==> src/logic/uart_pkg.sv <==
//////////////////////////////////////////////////////////////////////
// UART shared constants, vector types and frame position encoding.
//////////////////////////////////////////////////////////////////////
`default_nettype none

package uart_pkg;

	// Line timing.
	localparam logic [31:0] CLOCKRATE = 32'd50_000_000;
	localparam logic [31:0] BAUDRATE = 32'd3_125_000;
	localparam int BIT_INTERVAL = CLOCKRATE / BAUDRATE;
	localparam int SAMPLE_POINT = BIT_INTERVAL / 2;

	// Buffer geometry.
	localparam int FIFO_DEPTH = 16;
	localparam int FIFO_ADDR_W = 4;

	typedef logic [7:0] byte_t;
	typedef logic [2:0] bit_count_t;
	typedef logic [4:0] baud_count_t;

	// Extra bit tells full from empty.
	typedef logic [FIFO_ADDR_W:0] fifo_ptr_t;

	typedef enum logic [2:0] {
		LINE_IDLE,
		LINE_START,
		LINE_DATA,
		LINE_PARITY,
		LINE_STOP
	} line_state_t;

endpackage

`default_nettype wire

==> src/logic/byte_fifo.sv <==
//////////////////////////////////////////////////////////////////////
// First-word-fall-through byte FIFO with empty and full flags.
//////////////////////////////////////////////////////////////////////
`timescale 1ns/1ps
`default_nettype none

module byte_fifo import uart_pkg::*; (
	input wire logic CLK,
	input wire logic RST,

	input wire logic write_flag,
	input wire byte_t write_data,
	input wire logic read_flag,
	output byte_t read_data,

	output logic empty,
	output logic full
);

	byte_t mem [FIFO_DEPTH];
	fifo_ptr_t write_ptr;
	fifo_ptr_t read_ptr;
	logic do_write;
	logic do_read;

	assign do_write = write_flag && !full;
	assign do_read = read_flag && !empty;

	// Wrap bits tell full from empty when the slots match.
	assign empty = (write_ptr == read_ptr);
	assign full = (write_ptr[FIFO_ADDR_W] != read_ptr[FIFO_ADDR_W]) &&
		(write_ptr[FIFO_ADDR_W-1:0] == read_ptr[FIFO_ADDR_W-1:0]);

	assign read_data = mem[read_ptr[FIFO_ADDR_W-1:0]];

	always_ff @(posedge CLK) begin
		if (do_write) begin
			mem[write_ptr[FIFO_ADDR_W-1:0]] <= write_data;
		end
	end

	always_ff @(posedge CLK or posedge RST) begin
		if (RST) begin
			write_ptr <= '0;
			read_ptr <= '0;
		end else begin
			if (do_write) begin
				write_ptr <= write_ptr + fifo_ptr_t'(1);
			end
			if (do_read) begin
				read_ptr <= read_ptr + fifo_ptr_t'(1);
			end
		end
	end

endmodule

`default_nettype wire

==> src/logic/uart_receiver.sv <==
//////////////////////////////////////////////////////////////////////
// UART receive engine with start detection, mid-bit sampling and parity check.
//////////////////////////////////////////////////////////////////////
`timescale 1ns/1ps
`default_nettype none

module uart_receiver import uart_pkg::*; (
	input wire logic CLK,
	input wire logic RST,

	input wire logic rx,
	input wire logic fifo_full,

	output logic write_flag,
	output byte_t write_data
);

	line_state_t state;
	baud_count_t baud_count;
	bit_count_t bit_idx;
	logic parity;
	logic sample;

	assign sample = (baud_count == baud_count_t'(SAMPLE_POINT));

	// Counter held at zero while idle, so a start edge restarts it.
	always_ff @(posedge CLK or posedge RST) begin
		if (RST) begin
			baud_count <= '0;
		end else if (state == LINE_IDLE) begin
			baud_count <= '0;
		end else if (baud_count == baud_count_t'(BIT_INTERVAL - 1)) begin
			baud_count <= '0;
		end else begin
			baud_count <= baud_count + baud_count_t'(1);
		end
	end

	always_ff @(posedge CLK or posedge RST) begin
		if (RST) begin
			state <= LINE_IDLE;
			bit_idx <= '0;
			parity <= 1'b0;
			write_flag <= 1'b0;
		end else begin
			write_flag <= 1'b0;
			case (state)
				LINE_IDLE: begin
					if (!rx) begin
						state <= LINE_START;
					end
				end
				LINE_START: begin
					if (sample) begin
						if (!rx) begin
							state <= LINE_DATA;
							bit_idx <= '0;
							parity <= 1'b0;
						end else begin
							// False start returns to idle.
							state <= LINE_IDLE;
						end
					end
				end
				LINE_DATA: begin
					if (sample) begin
						parity <= parity ^ rx;
						bit_idx <= bit_idx + bit_count_t'(1);
						if (bit_idx == 3'd7) begin
							state <= LINE_PARITY;
						end
					end
				end
				LINE_PARITY: begin
					if (sample) begin
						if (rx == parity && !fifo_full) begin
							write_flag <= 1'b1;
						end
						state <= LINE_STOP;
					end
				end
				LINE_STOP: begin
					// Stop bit value is not checked.
					if (sample) begin
						state <= LINE_IDLE;
					end
				end
				default: state <= LINE_IDLE;
			endcase
		end
	end

	always_ff @(posedge CLK) begin
		if (state == LINE_DATA && sample) begin
			write_data[bit_idx] <= rx;
		end
	end

endmodule

`default_nettype wire

==> src/logic/uart_transmitter.sv <==
//////////////////////////////////////////////////////////////////////
// UART transmit engine with bit pacing and a frame serializer.
//////////////////////////////////////////////////////////////////////
`timescale 1ns/1ps
`default_nettype none

module uart_transmitter import uart_pkg::*; (
	input wire logic CLK,
	input wire logic RST,

	input wire logic fifo_empty,
	input wire byte_t fifo_data,
	output logic read_flag,

	output logic tx
);

	baud_count_t baud_count;
	line_state_t state;
	bit_count_t bit_idx;
	byte_t frame_data;
	logic bit_tick;
	logic load;

	assign bit_tick = (baud_count == '0);
	assign load = bit_tick && (state == LINE_IDLE) && !fifo_empty;

	always_ff @(posedge CLK or posedge RST) begin
		if (RST) begin
			baud_count <= '0;
		end else if (baud_count == baud_count_t'(BIT_INTERVAL - 1)) begin
			baud_count <= '0;
		end else begin
			baud_count <= baud_count + baud_count_t'(1);
		end
	end

	always_ff @(posedge CLK) begin
		if (load) begin
			frame_data <= fifo_data;
		end
	end

	always_ff @(posedge CLK or posedge RST) begin
		if (RST) begin
			state <= LINE_IDLE;
			bit_idx <= '0;
			read_flag <= 1'b0;
			tx <= 1'b1;
		end else begin
			read_flag <= 1'b0;
			if (bit_tick) begin
				case (state)
					LINE_IDLE: begin
						// Start bit goes out as the byte is taken.
						if (!fifo_empty) begin
							read_flag <= 1'b1;
							tx <= 1'b0;
							bit_idx <= '0;
							state <= LINE_DATA;
						end
					end
					LINE_DATA: begin
						tx <= frame_data[bit_idx];
						bit_idx <= bit_idx + bit_count_t'(1);
						if (bit_idx == 3'd7) begin
							state <= LINE_PARITY;
						end
					end
					LINE_PARITY: begin
						tx <= ^frame_data;
						state <= LINE_STOP;
					end
					LINE_STOP: begin
						tx <= 1'b1;
						state <= LINE_IDLE;
					end
					default: state <= LINE_IDLE;
				endcase
			end
		end
	end

endmodule

`default_nettype wire

==> src/logic/uart.sv <==
//////////////////////////////////////////////////////////////////////
// UART top level with buffered transmit and receive paths.
//////////////////////////////////////////////////////////////////////
`timescale 1ns/1ps
`default_nettype none

module uart import uart_pkg::*; (
	input wire logic CLK,
	input wire logic RST,

	input wire logic send_flag,
	input wire byte_t send_data,
	input wire logic recv_flag,
	output byte_t recv_data,

	output logic sendable,
	output logic receivable,

	output logic tx,
	input wire logic rx
);

	logic send_read_flag;
	byte_t send_head;
	logic send_empty;
	logic send_full;

	logic recv_write_flag;
	byte_t recv_write_data;
	logic recv_empty;
	logic recv_full;

	assign sendable = !send_full;
	assign receivable = !recv_empty;

	byte_fifo send_buffer (
		.CLK(CLK),
		.RST(RST),
		.write_flag(send_flag),
		.write_data(send_data),
		.read_flag(send_read_flag),
		.read_data(send_head),
		.empty(send_empty),
		.full(send_full)
	);

	byte_fifo recv_buffer (
		.CLK(CLK),
		.RST(RST),
		.write_flag(recv_write_flag),
		.write_data(recv_write_data),
		.read_flag(recv_flag),
		.read_data(recv_data),
		.empty(recv_empty),
		.full(recv_full)
	);

	uart_receiver receiver_i (
		.CLK(CLK),
		.RST(RST),
		.rx(rx),
		.fifo_full(recv_full),
		.write_flag(recv_write_flag),
		.write_data(recv_write_data)
	);

	uart_transmitter transmitter_i (
		.CLK(CLK),
		.RST(RST),
		.fifo_empty(send_empty),
		.fifo_data(send_head),
		.read_flag(send_read_flag),
		.tx(tx)
	);

endmodule

`default_nettype wire

==> config.mk <==
export PLATFORM = sky130hd
export DESIGN_NAME = uart
export DESIGN_NICKNAME = d
export VERILOG_FILES = /design/src/logic/uart_pkg.sv /design/src/logic/byte_fifo.sv /design/src/logic/uart_receiver.sv /design/src/logic/uart_transmitter.sv /design/src/logic/uart.sv
export SDC_FILE = /design/constraint.sdc
export NUM_CORES = 1
export LEC_CHECK = 0
export ABC_AREA = 1
export BUFFER_PORTS_ARGS = -buffer_cell sky130_fd_sc_hd__buf_4
export CAP_MARGIN = 40
export CORE_AREA = 4 4 250 130
export CTS_BUF_LIST = sky130_fd_sc_hd__clkbuf_16
export DETAILED_ROUTE_END_ITERATION = 10
export DIE_AREA = 0 0 254 134
export SLEW_MARGIN = 20
export SYNTH_ARGS = -nofsm -noshare
export SYNTH_HDL_FRONTEND = slang
export SYNTH_SLANG_ARGS = --single-unit
export TNS_END_PERCENT = 100
==> constraint.sdc <==
create_clock -name CLK -period 2.65 [get_ports CLK]
set_input_delay 0.6625 -clock CLK [delete_from_list [all_inputs] [get_ports CLK]]
set_output_delay 0.6625 -clock CLK [all_outputs]
set_load 0.1 [all_outputs]
==> impl_metrics.json <==
{
  "status": "finished, violations left",
  "violations": "setup timing",
  "maxCapViolations": 0,
  "io_pins": 24,
  "initial_core_util_pct": 44.8,
  "area_delta_synth_final_pct": 16.6,
  "finalNetCount": 1254,
  "worstMarginPinSlew_ps": 867,
  "layout_common_cells": "272 x edfxtp_1, 213 x nor2_1, 162 x nand2_1",
  "start_kind": "flip-flop",
  "vias_per_cell": 5.39,
  "drtIter0Drc": 843,
  "numCtsBuffers": 28,
  "antenna_found_initial": 0,
  "final_area_um2": 15700,
  "layout_commonest_cell": "edfxtp_1",
  "grt_pass1_wl_um": 47100,
  "synth_top_area_cell": "edfxtp_1",
  "yosysSeqAreaShare_pct": 69.2,
  "ant_nets": 0,
  "syn_nets": 1191,
  "dpl.cell_count": 1577,
  "synthTopCellsByArea": "edfxtp_1 61%, dfrtp_1 8.4%, nor2_1 6.1%",
  "drive_above_1_share_pct": 13.7,
  "fin_ws_ps": -184,
  "grt_pass1_vias": 8641,
  "dieArea_um2": 34000,
  "drv_slew": 0,
  "ys_warn_count": 0,
  "wirelength_um": 30700,
  "setup_violations": 8,
  "crit_path_end_kind": "output port",
  "die_w_um": 254,
  "port_buffers": 23,
  "cp_slowest_cell": "dfrtp_2",
  "drc": 0,
  "powerDensity_nw_per_um2": 959,
  "synth_cells": 1160,
  "slowest_delay_ps": 470,
  "grt_max_degree": 52,
  "htreeDepth": 1,
  "pre_cts_ws_ps": 207,
  "crit_top_cell": "buf_12",
  "clkLatencyLatePin_ps": 550,
  "ir_drop_uv": 633,
  "slew_headroom_pct": 42.0,
  "n_antenna_cell": 0,
  "cts_hold_buf": 0,
  "period_needed_ps": 2830,
  "rrSetupSlack_ps": 210,
  "fmax_mhz": 353,
  "grt_overflow": 0,
  "syn_avg_cell_area_um2": 11.6,
  "synth.ff_latch_count": 318,
  "cts_tree": "done",
  "wire_per_inst_um": 18.7,
  "fin_skew_ps": 8.91,
  "netlist_area_um2": 13500,
  "vias": 8854,
  "place_hpwl_um": 19500,
  "power.static_leakage_nw": 5.77,
  "required_ps": 1990,
  "die_y_um": 134,
  "fin_cells": 1644,
  "cts_max_path_buffers": 3,
  "clkTransAtPathRegs_ps": 70,
  "hold_path.class": "input port to asynchronous set/reset pin",
  "crit_path_max_fanout": 16,
  "synth_cell_types": 37,
  "crit_arrival_ps": 2170,
  "gp_congestion": 0.853,
  "crit_type": "flip-flop to output port",
  "core_area_um2": 30100,
  "finalHoldViolCount": 0,
  "synth_top_area_share_pct": 60.6,
  "clock_sinks": 318,
  "fin_crit_sh_pct": 107,
  "ctsRootBufferMaster": "clkbuf_16",
  "crit_chain": "inv_4, buf_12, buf_12, nor2_2, o211ai_1, nand3_1, nand3_2, buf_12",
  "rsz0062_at_grt": "yes",
  "grt.total_usage_pct": 17.6,
  "first_pass_iters": 5,
  "place_area_um2": 14300,
  "rows": 45
}
==> per-stage QoR <==
stage / total power, mW / hold WS (ps) / setup TNS [ps] / util (%)
after floorplan: 8.85 / 451 / 0 / -
after global placement: 9.88 / 478 / 0 / 47.5
after detailed placement: 9.95 / 480 / 0 / 47.6
after CTS: 14.8 / 216 / -1270 / 51.5
after global routing: 15.7 / 258 / -2110 / 52.3
final: 15.1 / 222 / -1260 / 52.3
==> final cells by class <==
cell class	instances	area, µm²
fill	2552	14400
sequential	318	9330
multi-input combinational	726	3750
timing repair buffer	84	925
clock buffer	30	751
tap	399	499
inverter	65	254
clock inverter	22	209
==> flip-flops by register name (all words and copies together) (netlist names), 3 cells and up <==
| register | cells |
|---|---|
| receiver_i.baud_count | 5 |
| recv_buffer.mem | 128 |
| transmitter_i.frame_data | 8 |
| transmitter_i.baud_count | 5 |
| send_buffer.read_ptr | 5 |
| recv_buffer.read_ptr | 5 |
| receiver_i.write_data | 8 |
| receiver_i.state | 3 |
| send_buffer.mem | 128 |
| recv_buffer.write_ptr | 5 |
| send_buffer.write_ptr | 5 |
| receiver_i.bit_idx | 3 |
| transmitter_i.bit_idx | 3 |
| transmitter_i.state | 3 |
==> synthesized netlist by cell type <==
| library cell | count |
|---|---|
| a21boi_0 | 1 |
| a21oi_1 | 6 |
| and2_4 | 1 |
| buf_1 | 2 |
| buf_2 | 20 |
| buf_4 | 6 |
| buf_6 | 2 |
| clkbuf_1 | 21 |
| clkinv_1 | 3 |
| dfrtp_1 | 45 |
| dfstp_2 | 1 |
| edfxtp_1 | 272 |
| ha_1 | 18 |
| inv_1 | 58 |
| inv_2 | 3 |
| inv_8 | 1 |
| nand2_1 | 162 |
| nand2_2 | 3 |
| nand2_4 | 5 |
| nand2_8 | 1 |
| nand3_1 | 59 |
| nand3_2 | 1 |
| nand4_1 | 2 |
| nand4_2 | 1 |
| nor2_1 | 219 |
| nor2_2 | 2 |
| nor3_1 | 12 |
| o211ai_1 | 25 |
| o21ai_0 | 128 |
| o21ai_1 | 5 |
| o221ai_1 | 8 |
| o22ai_1 | 21 |
| o31ai_1 | 2 |
| o32ai_1 | 16 |
| or2_0 | 1 |
| xnor2_1 | 7 |
| xor2_1 | 20 |
==> where the power goes <==
group / internal (mW) / switching [mW]
logic: 1.84 / 3.06
clock network: 2.43 / 1.79
registers: 5.73 / 0.220
total: 10.0 / 5.07
==> metal layers <==
metal | share of wire [%] | up-vias | track usage (%) | routed length [µm]
met4 | 2.1 | 0 | 4.17 | 642
li1 | - | 4210 | - | -
met1 | 43 | 4313 | 23.2 | 13200
met2 | 50 | 284 | 31.1 | 15200
met5 | 0 | - | 0 | 0
met3 | 5.4 | 47 | 2.71 | 1670
==> worst paths after layout <==
check,from,endpoint,depth (start not counted)
min in group CLK,recv_flag,recv_buffer.read_ptr[1],3
hold reg to reg,receiver_i.baud_count[0],receiver_i.baud_count[0],1
setup / recovery,recv_buffer.read_ptr[0],recv_data[3],8
max in group asynchronous,RST,receiver_i.state[0],3
setup reg to reg,recv_buffer.read_ptr[0],recv_buffer.mem[15][6],8
hold / removal,RST,transmitter_i.baud_count[0],2
==> logic make-up after synthesis <==
kind of cell               share of synthesized area [%]
xor gates and xnor gates                            1.75
and+or+nand+nor                                     14.4
buffers and inverters                               3.75
adders and majority gates                           1.67
DFF                                                 69.2
AOI/OAI and AO/OA                                   9.26
==> critical path: cells and delay by family, from the launching register on <==
| kind | cells | cell delay (ps) |
|---|---|---|
| buffers and inverters | 4 | 600 |
| DFF | 1 | 470 |
| AOI/OAI and AO/OA | 1 | 190 |
| and+or+nand+nor | 3 | 340 |
==> what timing repair did <==
item / in CTS / in global routing
buffers inserted: 2 / 6
gates cloned: 0 / 5
pin swaps: 3 / 3
resized for setup: 56 / 16
endpoints found under the setup margin: 9 / 10
Power figures use the tool's default switching activity.
